$ cat config.mk
export PLATFORM = sky130hd
export DESIGN_NAME = tag_match
export DESIGN_NICKNAME = d
export VERILOG_FILES = /design/src/common/cache_pkg.sv /design/src/cache/tag_match.sv
export SDC_FILE = /design/constraint.sdc
export NUM_CORES = 1
export LEC_CHECK = 0
export ABC_AREA = 1
export ABC_CLOCK_PERIOD_IN_PS = 2300
export BUFFER_PORTS_ARGS = -buffer_cell sky130_fd_sc_hd__buf_2
export CAP_MARGIN = 15
export CORE_UTILIZATION = 45
export DETAILED_ROUTE_END_ITERATION = 8
export GPL_TIMING_DRIVEN = 0
export PLACE_DENSITY = 0.95
export SYNTH_ARGS = -nofsm -noshare
export SYNTH_HDL_FRONTEND = slang
export SYNTH_SLANG_ARGS = --single-unit
$ cat constraint.sdc
create_clock -name vclk -period 2.3
set_clock_uncertainty 0.05 [all_clocks]
set_input_delay 0.46 -clock vclk [all_inputs]
set_output_delay 0.46 -clock vclk [all_outputs]
set_load 0.1 [all_outputs]
$ cat src/common/cache_pkg.sv
// Shared widths, operation type and port structs for the data cache
// Modules refer to these by scoped name, cache_pkg::name
package cache_pkg;

    // Word address width, one address per data word
    localparam int addr_width = 16;

    // Data word width on both the client and memory sides
    localparam int word_width = 32;

    // Client operation
    typedef enum logic {
        op_read  = 1'b0,
        op_write = 1'b1
    } cache_op_t;

    // Client request, held stable while req is high
    typedef struct packed {
        logic [addr_width-1:0] addr;
        logic [word_width-1:0] wdata;
        cache_op_t             op;
    } cpu_req_t;

    // Client response, valid while ack is high
    typedef struct packed {
        logic [word_width-1:0] rdata;
        // Set when the lookup found the line present
        logic                  hit;
    } cpu_rsp_t;

    // Backing memory request, one word per handshake
    typedef struct packed {
        logic [addr_width-1:0] addr;
        logic [word_width-1:0] wdata;
        // Write enable, read when clear
        logic                  we;
    } mem_req_t;

endpackage

$ cat src/cache/tag_match.sv
// Fully associative tag lookup for the data cache
// Compares one tag against every valid line and returns the lowest match
// Purely combinational, driven from the registered request in cache_ctrl
`timescale 1ns/1ps

module tag_match #(
    parameter int num_lines      = 4,
    parameter int words_per_line = 4
) (
    input  logic [cache_pkg::addr_width-$clog2(words_per_line)-1:0] lookup_tag,
    input  logic [num_lines-1:0][cache_pkg::addr_width-$clog2(words_per_line)-1:0] tags,
    input  logic [num_lines-1:0] valid,
    output logic hit,
    output logic [$clog2(num_lines)-1:0] hit_line
);

    localparam int idx_width = $clog2(num_lines);

    // One compare result per line
    logic [num_lines-1:0] match;

    // Comparator bank, an invalid line never matches
    always_comb begin
        for (int i = 0; i < num_lines; i++) begin
            match[i] = valid[i] && (tags[i] == lookup_tag);
        end
    end

    // Priority encoder
    // Scan from the top so the lowest matching line wins
    always_comb begin
        hit      = 1'b0;
        hit_line = '0;
        for (int i = num_lines - 1; i >= 0; i--) begin
            if (match[i]) begin
                hit      = 1'b1;
                hit_line = idx_width'(i);
            end
        end
    end

endmodule

==> summary.txt <==
Flow run
  – Max-cap violation count: 0

Layout
  – Num sequential: 0
  – Layout area overhead: 48.2%
  – Fin util: a little under three quarters
  – Fill cell count: ~200
  – # diodes: 0
  – Nets: between 300 and 400
  – Reg area: 0 um^2
  – Area of the multi-input gates: 786 um^2
  – Non-filler cells in the finished layout: about 320
  – Clock buffers: 0
  – Share of layout cells above drive strength 1: 31.5%

Power and ir drop
  – Psw: 0.108 mW
  – Final total power: roughly 0.21 mW
  – Clk network pwr share: 0%
  – P per Cell Area: about 150 mW/mm^2
  – Max IR drop VDD: roughly 98 uV
  – Internal: 0.101 mW
  – Leak pwr: around 0.9 nW
  – Seq pwr share: 0%
  – Logic pwr share: 100.0%
  – Sw Ratio: roughly half

Setup path
  – Worst EP required: 1.79 ns
  – Setup crit end kind: primary output
  – Top cell by count, worst path: nor2_1
  – CP startpoint kind: input pin
  – Crit Path Class: in2out
  – Critical Path AT: 1.69 ns
  – Critical path's top delay family: simple AND/OR/NAND/NOR gates
  – WP buf/inv: 3
  – CP peak stage delay: about 0.23 ns
  – Crit-path cells: buf_2 -> inv_1 -> nand2_1 -> o21ai_0 -> nor2_1 -> nand3_1 -> nor2_1 -> nand2_2 -> a21oi_4 -> buf_6
  – Highest-delay cell along the critical path: buf_6
  – CP max FO: 6

Timing
  – Final worst path period share: a little over nine tenths
  – Slew HR: between 80 and 90%
  – Final hold slack: roughly 1.4 ns
  – FMAX: around 450 MHz
  – Max-slew violation count: 0
  – Worst-Margin Slew: approximately 0.21 ns
  – Final Hold Viols: 0
  – Final worst slack: 0.0988 ns
  – RSZ-0062 raised after global routing: no
  – Crit path time final: ~2.2 ns
  – Final setup viols: 0

Synth
  – Synth cell count leaders: nand2_1, inv_1, nor2_1, o21ai_0, xnor2_1
  – Register area share after synthesis: 0%
  – Mapped Nets: 287
  – Area leader, netlist: nand2_1
  – Most frequent cell after synthesis: nand2_1
  – Mapped Cells: around 210
  – Synthesized area: roughly 950 um^2
  – Cell variety after synth: 17
  – Main area contributors after synthesis: nand2_1, inv_1, xnor2_1
  – Mean Syn Cell Area: between 4 and 5 um^2
  – Synth top area share: 35.3%
  – Syn. warnings: 0

Place
  – PortBufs: 76
  – Cell count after placement: 316
  – Setup WS pre-CTS: -0.151 ns
  – Placer's final routability congestion estimate: approximately 0.86
  – Dpl hpwl: ~2500 um

Floorplan
  – Die Y: around 48 um
  – Die area: between 0.002 and 0.0025 mm^2
  – Rows: 16
  – Die Width: between 40 and 50 um
  – IO Pins: between 70 and 80
  – Placeable Area: about 0.0020 mm^2
  – Initial Util: between 40 and 50%

Detailed routing
  – DRT iter0 DRCs: 24
  – Wirelength, routed: approximately 2800 um
  – Via/cell ratio: about 4.5
  – Drt drc: 0
  – Number of detailed-route iterations in the first pass: 4
  – Total vias in the final route: around 1.4k
  – Routed WL per cell: approximately 9.0 um
  – DRT antenna net count: 0

Global route
  – Gr usage total: between 20% and 30%
  – Initial antenna violation count: 0
  – Vias in the first global route: between 1k and 1.5k
  – GRT overflow: 0
  – Largest net degree at the start of global routing: 8
  – First-pass GRT wire length: ~4200 um

Min path
  – Hold Path Class: in2out
  – Hold_sp: tags[16]
  – Hold depth: 7
  – Hold Path End: hit_line[0]

Status
  – Status: finished, final reports clean

Clock network
  – # resized after CTS: 5
  – Setup Buffers After CTS: 0
  – Hold-fix buffers, CTS: 0
## cells in the final DEF, fill, tap and decap left out
| cell | count |
|---|---|
| nand2_1 | 88 |
| buf_2 | 73 |
| inv_1 | 37 |
| nor2_1 | 27 |
| o21ai_0 | 18 |
| xnor2_1 | 14 |
| inv_2 | 8 |
| nand3_1 | 6 |
| xor2_1 | 3 |
| nand2_2 | 3 |
| a21oi_1 | 2 |
| buf_6 | 2 |
| a21boi_1 | 1 |
| buf_4 | 1 |
| o22ai_1 | 1 |
| or2_0 | 1 |
| a21oi_4 | 1 |
| o21ai_2 | 1 |
| nor2_4 | 1 |
| buf_12 | 1 |
## how the worst max path moves through the flow
stage / startpoint / to / slack (ns) / cells after the start
after floorplan: lookup_tag[6] / hit_line[0] / 0.14 / 10
after global placement: lookup_tag[13] / hit / -0.13 / 11
after detailed placement: lookup_tag[13] / hit / -0.15 / 11
after CTS: lookup_tag[13] / hit / 0.03 / 11
after global routing: lookup_tag[9] / hit / 0.02 / 12
final: lookup_tag[9] / hit_line[0] / 0.1 / 10
## power by group through the flow
stage               clock network (mW)  registers (mW)  logic (mW)
finish                               0               0       0.210
global route                         0               0       0.241
CTS                                  0               0       0.209
detailed placement                   0               0       0.208
global placement                     0               0       0.204
floorplan                            0               0       0.109
## cell families (layout without fill, tap and decap cells)
| logic type | count (synthesis) | in the layout | share of synthesized area (%) |
|---|---|---|---|
| AND/OR/NAND/NOR | 126 | 126 | 51.8 |
| buffers and inverters | 46 | 122 | 18.6 |
| AO/OA/AOI/OAI | 24 | 24 | 13.9 |
| XOR/XNOR | 17 | 17 | 15.7 |
## per-stage QoR
stage / TNS (ns) / cell area [um^2]
finish: 0 / 1400
global route: 0 / 1400
CTS: 0 / 1390
detailed placement: -0.314 / 1370
global placement: -0.265 / 1370
floorplan: 0 / 960
## area by class of cell
class              instances  share of cell area [%]
multi-input cells        167                    56.0
inverters                 45                    12.0
well taps                 27                    2.41
repair buffers            76                    29.1
plain buffers              1                   0.535
## metal layers
layer  part of all wire [%]  wire [um]  global-route usage (%)
met1                     44       1240                    30.1
met2                     49       1390                    48.4
met5                      0          0                       0
met3                    6.7        192                    1.89
met4                   0.84         24                    3.89
Power figures use the tool's default switching activity.
