<file path="config.mk">
export PLATFORM = sky130hd
export DESIGN_NAME = lru_tracker
export DESIGN_NICKNAME = d
export VERILOG_FILES = /design/src/cache/lru_tracker.sv
export SDC_FILE = /design/constraint.sdc
export NUM_CORES = 1
export LEC_CHECK = 0
export ABC_AREA = 1
export BUFFER_PORTS_ARGS = -buffer_cell sky130_fd_sc_hd__buf_2
export CAP_MARGIN = 20
export CORE_MARGIN = 4
export CORE_UTILIZATION = 45
export CTS_CLUSTER_SIZE = 40
export DETAILED_ROUTE_END_ITERATION = 12
export HOLD_SLACK_MARGIN = 0.03
export PLACE_DENSITY = 0.66
export SETUP_SLACK_MARGIN = 0.5
export SYNTH_ARGS = -nofsm -noshare
export SYNTH_HDL_FRONTEND = slang
export SYNTH_SLANG_ARGS = --single-unit
</file>
<file path="constraint.sdc">
create_clock -name clk -period 1.7 [get_ports clk]
set_input_delay 0.17 -clock clk [delete_from_list [all_inputs] [get_ports clk]]
set_output_delay 0.17 -clock clk [all_outputs]
set_load 0.005 [all_outputs]
</file>
<file path="src/cache/lru_tracker.sv">
// Least recently used bookkeeping for the data cache
// Each line keeps an age, num_lines-1 is newest and 0 is the victim
// cache_ctrl pulses touch once per completed access
`timescale 1ns/1ps

module lru_tracker #(
    parameter int num_lines = 4
) (
    input  logic clk,
    input  logic reset,
    input  logic touch,
    input  logic [$clog2(num_lines)-1:0] touch_line,
    output logic [$clog2(num_lines)-1:0] victim_line
);

    localparam int idx_width = $clog2(num_lines);

    // Ages always form a permutation of 0 .. num_lines-1
    logic [num_lines-1:0][idx_width-1:0] ages;

    // Age update
    always_ff @(posedge clk or posedge reset) begin
        if (reset) begin
            // Start with ages equal to the line index
            for (int i = 0; i < num_lines; i++) begin
                ages[i] <= idx_width'(i);
            end
        end else if (touch) begin
            for (int i = 0; i < num_lines; i++) begin
                if (idx_width'(i) == touch_line) begin
                    // Touched line becomes the newest
                    ages[i] <= idx_width'(num_lines - 1);
                end else if (ages[i] > ages[touch_line]) begin
                    // Lines newer than the touched one slide down by one
                    ages[i] <= ages[i] - 1'b1;
                end
            end
        end
    end

    // Victim is the single line at age zero
    always_comb begin
        victim_line = '0;
        for (int i = 0; i < num_lines; i++) begin
            if (ages[i] == '0) begin
                victim_line = idx_width'(i);
            end
        end
    end

endmodule

</file>
==> impl_results.md, run 1 <==
- Antenna Nets Post-Route: 0
- Vias in the first global route: between 600 and 700
- Total power: 0.00210 W
- Data arrival, critical path: 1.80 ns
- R2R Path End: ages[3]
- Crit path required time: about 1.9 ns
- Max FFs per register: 8
- Tcrit/Tclk final: a little over nine tenths
- CP Capture Point: ages[3]
- Tightest Pin Transition: 0.341 ns
- DRT Wirelength: between 1.5 and 2 mm
- Max_cap viols: 0
- Kind of critical path: register to register
- Die Height: a little under 50 um
- Starting Density: 47.7%
- CP delay by family, top: flip-flops
- Iter 0 DRT Violations: 16
- Worst hold path depth: 3
- Hold Vio Cnt, Final: 0
- Yosys cell types: 12
- Final #Nets: 150
- PD cells: ~2100 nW/um^2
- Clock buffer depth: 2
- Post-DP HPWL: roughly 1.1 mm
- Cells after Synth: roughly 110
- Routed via count: roughly 720
- Simple-Gate Fraction of Synth Area: a little under two fifths
- Syn. warnings: 0
- CTS Sinks: 8
- Placed inst area: ~790 sq um
- Horiz. Die Dim: 48.2 um
- Fin. max-slew vios: 0
- Crit path max-delay cell type: dfstp_2
- Grt ovf: 0
- DR vias/cell: slightly below 5
- Synth Area per Inst: between 6 and 7 sq um
- Max_slew headroom: ~77%
- TritonCTS Buffers: 3
- Die footprint: ~2300 sq um
- Tightest Hold Check Type: input port to register
- CP most frequent cell: nand2_1
- Multiplexer area fraction after synthesis: 0%
- Buffer and inverter count on the worst path: 1
- Htree depth: 1
- Worst skew pair latency: around 0.27 ns
- Top flop regs: ages (8)
- Worst-path clk slew: ~0.07 ns
- Synth Area in Adders: 18.9%
- # diodes: 0
- Clock root buffer: clkbuf_4
- Global-route wire length before repair: between 2 and 3 mm
- Row Count: 14
- Leakage: 0.555 nW
- Compound-gate portion of the synthesized area: approximately 3.4%
- Cells on worst reg2reg path: 11
- Gr busiest metal: met2
- Main area contributors after synthesis: nand2_1 27%, ha_1 19%, dfstp_2 14%
- Unrepaired setup endpoints after global routing: true
- Cell area after synthesis: a little over 700 sq um
- Peak supply drop: 1000 uV
- Reg2reg start: ages[7]
- WL/cell: between 10 and 15 um
- Pin count of the biggest net entering global routing: 13
- Drt drc: 0
- CTS tree: yes
- Final setup viols: 0
- Worst stage delay on the critical path: between 0.5 and 0.6 ns
- Post-synth top area cell: nand2_1
- Tot GR Track Use: between 15 and 20%
- Input/output buffers: 6
- Worst setup SP type: register
- Tmin final: around 1.7 ns
- XOR/XNOR Fraction of Synth Area: 0%
- Main combinational cell family by area after synthesis: simple AND/OR/NAND/NOR gates
- Share of cells above drive strength 1: 41.7%
- Worst Skew: ~0.018 ns
- Synth top area share: between 20% and 30%
- Outcome: finished, final reports clean
- Reg2reg setup slack: between 0.04 and 0.05 ns
- DR pass1 iterations: 4
- Final instance area: slightly above 1000 sq um
- Worst setup path startpoint: ages[7]
- Antenna violations before repair: 0
- Met3 usage: around 4.4%
- #FFs+latches synth: 8
- Core area: 1520 sq um
- Met1 GRT Util: between 20% and 30%
- Syn-to-layout area delta: 39.1%
- Crit path depth: 11
- Met2 Use GR: a little under a quarter
- Sequential fraction of the synthesis area: between 20 and 30%
- Boundary Pins: 7
- Crit. End Element: register
- RD Place Congestion: a little under 0.8
- CP max FO: 4
- Synth Net Count: between 100 and 150
- Crit-path cells: inv_2, o22ai_4, nor2_4, ha_4, nand2_1, nand2_1, nand2_1, nand2_2, nand2_2, nand2_1, nand2_1
- Largest reg by FF count: ages
- FMAX: between 600 and 700 MHz
==> stage by stage <==
stage | TNS [ns] | hold WS, ns | instances | worst slack (ns) | util, %
after global routing | -0.191 | 0.282 | 148 | -0.0501 | 66.3
final | 0 | 0.245 | 148 | 0.0443 | 66.3
after global placement | 0 | 0.137 | 134 | 0.0344 | 51.7
after floorplan | 0 | -0.0172 | 112 | 0.172 | -
after CTS | 0 | 0.236 | 143 | 0.0811 | 57.1
after detailed placement | 0 | 0.140 | 134 | 0.00214 | 51.7
==> cell families (layout without fill, tap and decap cells) <==
logic type               Yosys count  count (layout)
adder cells (fa/ha/maj)           11              11
buffers and inverters             22              42
AND/OR/NAND/NOR                   67              67
flip-flops                         8               8
AO/OA/AOI/OAI                      4               4
==> worst min-delay path: stages <==
cell and delay, ns:
buf_2 0.18, nand3_1 0.11, nand2_1 0.05
==> power breakdown <==
group	total, W	switching [W]	internal [W]
clock	0.000159	0.0000772	0.0000814
sequential	0.000409	0.0000760	0.000332
combinational	0.00154	0.000823	0.000714
total	0.00210	0.000976	0.00113
==> how the worst min path moves through the flow <==
stage | end | slack (ns) | startpoint
global route | ages[6] | 0.28 | touch
global placement | ages[0] | 0.14 | reset
floorplan | ages[0] | -0.02 | reset
detailed placement | ages[0] | 0.14 | reset
finish | ages[5] | 0.25 | touch
CTS | ages[5] | 0.24 | touch
==> Yosys cell counts <==
master,instances
inv_1,19
nand3_1,9
or2_1,1
dfstp_2,4
nand2_2,4
buf_2,1
nand2_1,52
nor2_1,1
inv_2,2
ha_1,11
o22ai_1,4
dfrtp_1,4
==> layout make-up <==
cell class	instances	area, sq um
Inverter	21	78.8
Timing Repair Buffer	18	126
Sequential cell	8	206
Multi-Input combinational cell	82	557
Fill cell	124	513
Clock buffer	3	22.5
Tap cell	16	20.0
==> placed cells by master (no fill, tap or decap), drive strengths merged <==
cell type | netlist | final
nand2 | 56 | 56
inv | 21 | 21
buf | 1 | 17
ha | 11 | 11
nand3 | 9 | 9
dfstp | 4 | 4
dfrtp | 4 | 4
o22ai | 4 | 4
clkbuf | 0 | 3
or2 | 1 | 1
nor2 | 1 | 1
dlygate4sd3 | 0 | 1
==> repair_timing <==
action	CTS	global route
setup endpoints to repair	10	10
resized for setup	6	17
setup buffers	5	5
pin swaps	6	9
endpoints found under the hold margin	4	0
hold buffers	1	0
==> per-layer routing <==
metal  part of all wire, %  vias to the layer above
li1                      -                      384
met1                    44                      326
met2                    52                       10
met3                   2.6                        4
met4                   2.1                        0
met5                     0                        -
Power figures use the tool's default switching activity.
==> inputs of run 2 (changes only) <==
--- a/config.mk
+++ b/config.mk
@@ -14,6 +14,7 @@
 export DETAILED_ROUTE_END_ITERATION = 12
 export HOLD_SLACK_MARGIN = 0.03
 export PLACE_DENSITY = 0.66
+export RECOVER_POWER = 100
 export SETUP_SLACK_MARGIN = 0.5
 export SYNTH_ARGS = -nofsm -noshare
 export SYNTH_HDL_FRONTEND = slang
==> run 2 against run 1 <==
  * Non-clock buffer count stayed put
  * Setup slack barely moved
  * Register-to-register slack about the same
  * Die area unchanged
  * Clock-buffer cell count unchanged
  * First-iteration DRC count is the same
  * Combinational power hardly changed
  * Clock skew about the same
  * Largest cell class unchanged
==> impl_results.md, run 2 (synthesis gave the netlist of run 1 again) <==
- Outcome: finished, final reports clean
- Most common cell after layout, fill and taps aside: nand2_1
- Row Count: 14
- Max_slew headroom: between 70 and 80%
- TritonCTS Buffers: 3
- Placed inst area: between 700 and 800 sq um
- Dpl cells: around 130
- Share of cells above drive strength 1: 40.2%
- Crit path required time: approximately 1.9 ns
- DRT Wirelength: roughly 1.7 mm
- CP max FO: 4
- Met2 Use GR: a little under a quarter
- Tmin final: roughly 1.7 ns
- Buffer and inverter count on the worst path: 1
- Max FFs per register: 8
- Final #Nets: 150
- Tightest Hold Check Type: input port to register
- Tot GR Track Use: 16.4%
- Input/output buffers: 6
- Leakage: between 0.5 and 0.6 nW
- Global-route wire length before repair: approximately 2.6 mm
- Pin count of the biggest net entering global routing: 13
- Die footprint: approximately 2300 sq um
- Storage cell area: ~210 sq um
- Non-filler cells, final: approximately 150
- CP delay by family, top: flip-flops
- Antenna Nets Post-Route: 0
- Antenna violations before repair: 0
- Boundary Pins: 7
- Iter 0 DRT Violations: 16
- Worst stage delay on the critical path: 0.54 ns
- Worst-path clk slew: 0.07 ns
- CTS Sinks: 8
- Crit. End Element: register
- Die Height: ~48 um
- Post-route setup TNS: 0 ns
- CTS tree: yes
- Layout fillers: 126
- Unrepaired setup endpoints after global routing: true
- DR vias/cell: 4.88
- Horiz. Die Dim: slightly below 50 um
- Vias in the first global route: 614
- Clock buffer depth: 2
- DR pass1 iterations: 4
- Most frequent cells in the layout: 44 x nand2_1, 13 x inv_1, 12 x nand2_2
- Peak supply drop: about 1000 uV
- Final instance area: between 1000 and 1500 sq um
- Core area: between 1500 and 2000 sq um
- Htree depth: 1
- Post-DP HPWL: ~1.1 mm
- Final setup viols: 0
- Fin. max-slew vios: 0
- Hold Vio Cnt, Final: 0
- Worst skew pair latency: ~0.27 ns
- Crit path max-delay cell type: dfstp_2
- Gr busiest metal: met2
- Worst Skew: 0.0181 ns
- Largest reg by FF count: ages
- Worst setup SP type: register
- Met3 usage: about 4.4%
- Top flop regs: ages (8)
- Area occupied by multi-input gates: roughly 560 sq um
- CP most frequent cell: nand2_1
- Max_cap viols: 0
- Grt ovf: 0
- # diodes: 0
- Data arrival, critical path: 1.80 ns
- Clock root buffer: clkbuf_4
- Starting Density: between 40% and 50%
- FMAX: 604 MHz
- Crit-path cells: inv_2, o22ai_4, nor2_4, ha_4, nand2_1, nand2_1, nand2_1, nand2_2, nand2_2, nand2_1, nand2_1
- WL/cell: ~11 um
- RD Place Congestion: about 0.8
- Kind of critical path: register to register
- Syn-to-layout area delta: 38.7%
- Met1 GRT Util: approximately a quarter
- Drt drc: 0
- Routed via count: approximately 720
- Tightest Pin Transition: between 0.3 and 0.4 ns
- PD cells: 2080 nW/um^2
- Tcrit/Tclk final: between 90% and 100%
==> run 2: what timing repair did <==
action | CTS | global route
hold buffers | 1 | 0
pin swaps | 6 | 9
resized for setup | 6 | 17
setup endpoints to repair | 10 | 10
buffers inserted | 5 | 5
endpoints found under the hold margin | 4 | 0
==> run 2: power breakdown <==
part	total (W)	internal, W	switching (W)
Clock	0.000158	0.0000814	0.0000771
Sequential	0.000409	0.000332	0.0000761
Combinational	0.00153	0.000705	0.000829
==> run 2: routing by layer <==
metal  wire length, um  share of wire (%)  up-vias
met3                45                2.7        4
met5                 0                  0        -
li1                  -                  -      384
met1               747                 44      324
met4                35                2.1        0
met2               868                 51       10
==> run 2: per-stage QoR <==
stage | utilization [%] | power [W] | hold slack [ns] | worst slack (ns)
after floorplan | - | 0.00124 | -0.0172 | 0.172
after global placement | 51.7 | 0.00144 | 0.137 | 0.0344
after detailed placement | 51.7 | 0.00145 | 0.140 | 0.00214
after CTS | 57.1 | 0.00175 | 0.236 | 0.0811
after global routing | 66.2 | 0.00235 | 0.282 | -0.0501
final | 66.2 | 0.00210 | 0.246 | 0.0444
==> run 2: worst register-to-register path, cell delays in order (launching register included) <==
cell and delay (ns):
dfstp_2 0.54, inv_2 0.05, o22ai_4 0.17, nor2_4 0.10
ha_4 0.28, nand2_1 0.04, nand2_1 0.05, nand2_1 0.06
nand2_2 0.08, nand2_2 0.06, nand2_1 0.06, nand2_1 0.05
==> run 2: cell type report <==
class	count	share of cell area, %
Clock buffer	3	2.23
Tap cell	16	1.99
Timing Repair Buffer	18	12.3
Inverter	21	7.82
Multi-Input combinational cell	82	55.2
Sequential cell	8	20.5
==> run 2: final timing paths <==
kind / startpoint / end / slack (ns) / cells past startpoint
max in group asynchronous: reset / ages[6] / 0.99 / 3
worst min-delay path: touch / ages[5] / 0.25 / 3
worst max register to register: ages[7] / ages[3] / 0.04 / 11
worst max-delay path: ages[7] / ages[3] / 0.04 / 11
min in group asynchronous: reset / ages[0] / 0.39 / 3
worst min register to register: ages[2] / ages[2] / 0.48 / 2
==> inputs of run 3 (changes only) <==
==> constraint.sdc (replaced) <==
create_clock -name clk -period 1.7 [get_ports clk]
set_input_delay 0.34 -clock clk [delete_from_list [all_inputs] [get_ports clk]]
set_output_delay 0.34 -clock clk [all_outputs]
set_load 0.005 [all_outputs]
==> run 3 against run 2 <==
  * Non-clock buffer count rose by 1
  * Total power fell by 5.9%
  * Register-to-register slack barely moved
  * Sequential cell count did not move
  * Critical path depth did not move
  * Sequential share of layout area rose by 0.44 points
  * Via count fell by 0.28%
  * Clock power fell by 8%
  * Final cell count rose by 1.4%
  * Largest cell class unchanged
==> impl_results.md, run 3 (synthesis gave the netlist of run 1 again) <==
- Outcome: finished, final reports clean
- Grt ovf: 0
- Crit. End Element: register
- CP max FO: 4
- Top flop regs: ages (8)
- Reg power frac: 20.9%
- Share of cells above drive strength 1: a little under 40%
- Worst skew pair latency: around 0.25 ns
- RD Place Congestion: just over 0.8
- Kind of critical path: register to register
- Crit-path cells: inv_2, o22ai_4, nor2_4, ha_1, nand2_1, nand2_1, nand2_1, nand2_2, nand2_1, nand2_1, nand2_1
- Crit path max-delay cell type: dfstp_2
- Tmin final: around 1.7 ns
- Clock buffer depth: 2
- # diodes: 0
- Htree depth: 1
- CTS Sinks: 8
- Tot GR Track Use: between 10% and 20%
- Worst Skew: about 0.0062 ns
- CP delay by family, top: flip-flops
- DR vias/cell: ~4.8
- Row Count: 14
- Comb power frac: a little under three quarters
- Vias in the first global route: 629
- PD cells: roughly 2000 nW/um^2
- Max FFs per register: 8
- Drt drc: 0
- Crit path required time: between 1.5 and 2 ns
- Tcrit/Tclk final: 98.0%
- Post-DP HPWL: ~1.2 mm
- DR pass1 iterations: 4
- Routed via count: 720
- Worst stage delay on the critical path: between 0.5 and 0.6 ns
- P_int: approximately 0.0011 W
- Hold Slack: between 0.4 and 0.5 ns
- Post-route setup TNS: 0 ns
- Hold Vio Cnt, Final: 0
- Tightest Pin Transition: 0.274 ns
- Final #Nets: roughly 150
- CP most frequent cell: nand2_1
- Fin. max-slew vios: 0
- TritonCTS Buffers: 3
- Boundary Pins: 7
- Peak supply drop: just over 1000 uV
- Worst setup SP type: register
- Most frequent cells in the layout: 46 x nand2_1, 13 x inv_1, 12 x buf_4
- Largest reg by FF count: ages
- Data arrival, critical path: between 1.5 and 2 ns
- Global-route wire length before repair: roughly 2.6 mm
- Die Height: between 40 and 50 um
- Psw: between 0.0009 and 0.001 W
- Antenna violations before repair: 0
- Horiz. Die Dim: 48.2 um
- Max_slew headroom: between 80% and 90%
- FMAX: approximately 600 MHz
- Clock share of power: 7.4%
- Starting Density: a little under half
- Pin count of the biggest net entering global routing: 13
- Input/output buffers: 6
- Max_cap viols: 0
- Antenna Nets Post-Route: 0
- WL/cell: 10.9 um
- Syn-to-layout area delta: 35.8%
- Worst-path clk slew: 0.05 ns
- Non-filler cells, final: 150
- Unrepaired setup endpoints after global routing: true
- Die footprint: 2320 sq um
- DRT Wirelength: between 1.5 and 2 mm
- Leakage: about 0.55 nW
- Tightest Hold Check Type: input port to register
- Core area: about 1500 sq um
- Total power: 0.00198 W
- Dpl cells: between 100 and 150
- Buffer and inverter count on the worst path: 1
- Clock root buffer: clkbuf_4
- Sw Share: 46.5%
- Iter 0 DRT Violations: 12
- Most common cell after layout, fill and taps aside: nand2_1
- CTS tree: yes
- Post-layout util: between 60% and 70%
- Final setup viols: 0
run 3: changes by cell type in the layout (fill, tap and decap cells not counted), sizes merged:
| cell | change |
|---|---|
| buf | +3 |
| clkbuf | -1 |
run 3: area by class of cell:
type                            instances  area [sq um]
Multi-Input combinational cell         82           526
Clock buffer                            4          26.3
Timing Repair Buffer                   19           130
Fill cell                             135           537
Sequential cell                         8           206
Tap cell                               16          20.0
Inverter                               21          78.8
run 3: metrics by stage:
| stage | instance area (sq um) | worst slack (ns) |
|---|---|---|
| 2_1_floorplan | 741 | 0.172 |
| 3_3_place_gp | 823 | -0.0360 |
| 3_5_place_dp | 823 | -0.0523 |
| 4_1_cts | 916 | 0.0526 |
| 5_1_grt | 987 | -0.0589 |
| 6_report | 987 | 0.0334 |
run 3: power groups by stage:
stage	Sequential, W	Clock [W]	Combinational, W
3_3_place_gp	0.000421	0	0.00107
4_1_cts	0.000411	0.000154	0.00125
6_report	0.000413	0.000146	0.00142
5_1_grt	0.000421	0.000165	0.00164
2_1_floorplan	0.000405	0	0.000842
3_5_place_dp	0.000423	0	0.00110
run 3: worst reg2reg max path, cell delays in order, from the launching register on:
cell,delay (ns)
dfstp_2,0.55
inv_2,0.05
o22ai_4,0.16
nor2_4,0.10
ha_1,0.32
nand2_1,0.07
nand2_1,0.04
nand2_1,0.07
nand2_2,0.06
nand2_1,0.07
nand2_1,0.05
nand2_1,0.06
run 3: worst paths after layout:
path | depth (start not counted) | endpoint | start | slack, ns
worst max-delay path | 11 | ages[6] | ages[7] | 0.03
worst min-delay path | 3 | ages[6] | touch | 0.43
worst max register to register | 11 | ages[6] | ages[7] | 0.03
worst min register to register | 2 | ages[1] | ages[1] | 0.51
max in group asynchronous | 3 | ages[6] | reset | 0.85
min in group asynchronous | 3 | ages[0] | reset | 0.57
run 3: routing by layer:
layer | global-route usage [%] | vias up | wire length [um]
met5 | 0 | - | 0
li1 | - | 393 | -
met2 | 24.5 | 16 | 791
met1 | 20.7 | 307 | 742
met3 | 2.58 | 4 | 68
met4 | 9.68 | 0 | 25
run 3: repair_timing:
action	CTS	global route
resized for setup	6	8
pin swaps	7	2
buffers inserted	4	3
endpoints found under the setup margin	10	10
hold buffers	1	0
endpoints found under the hold margin	4	0
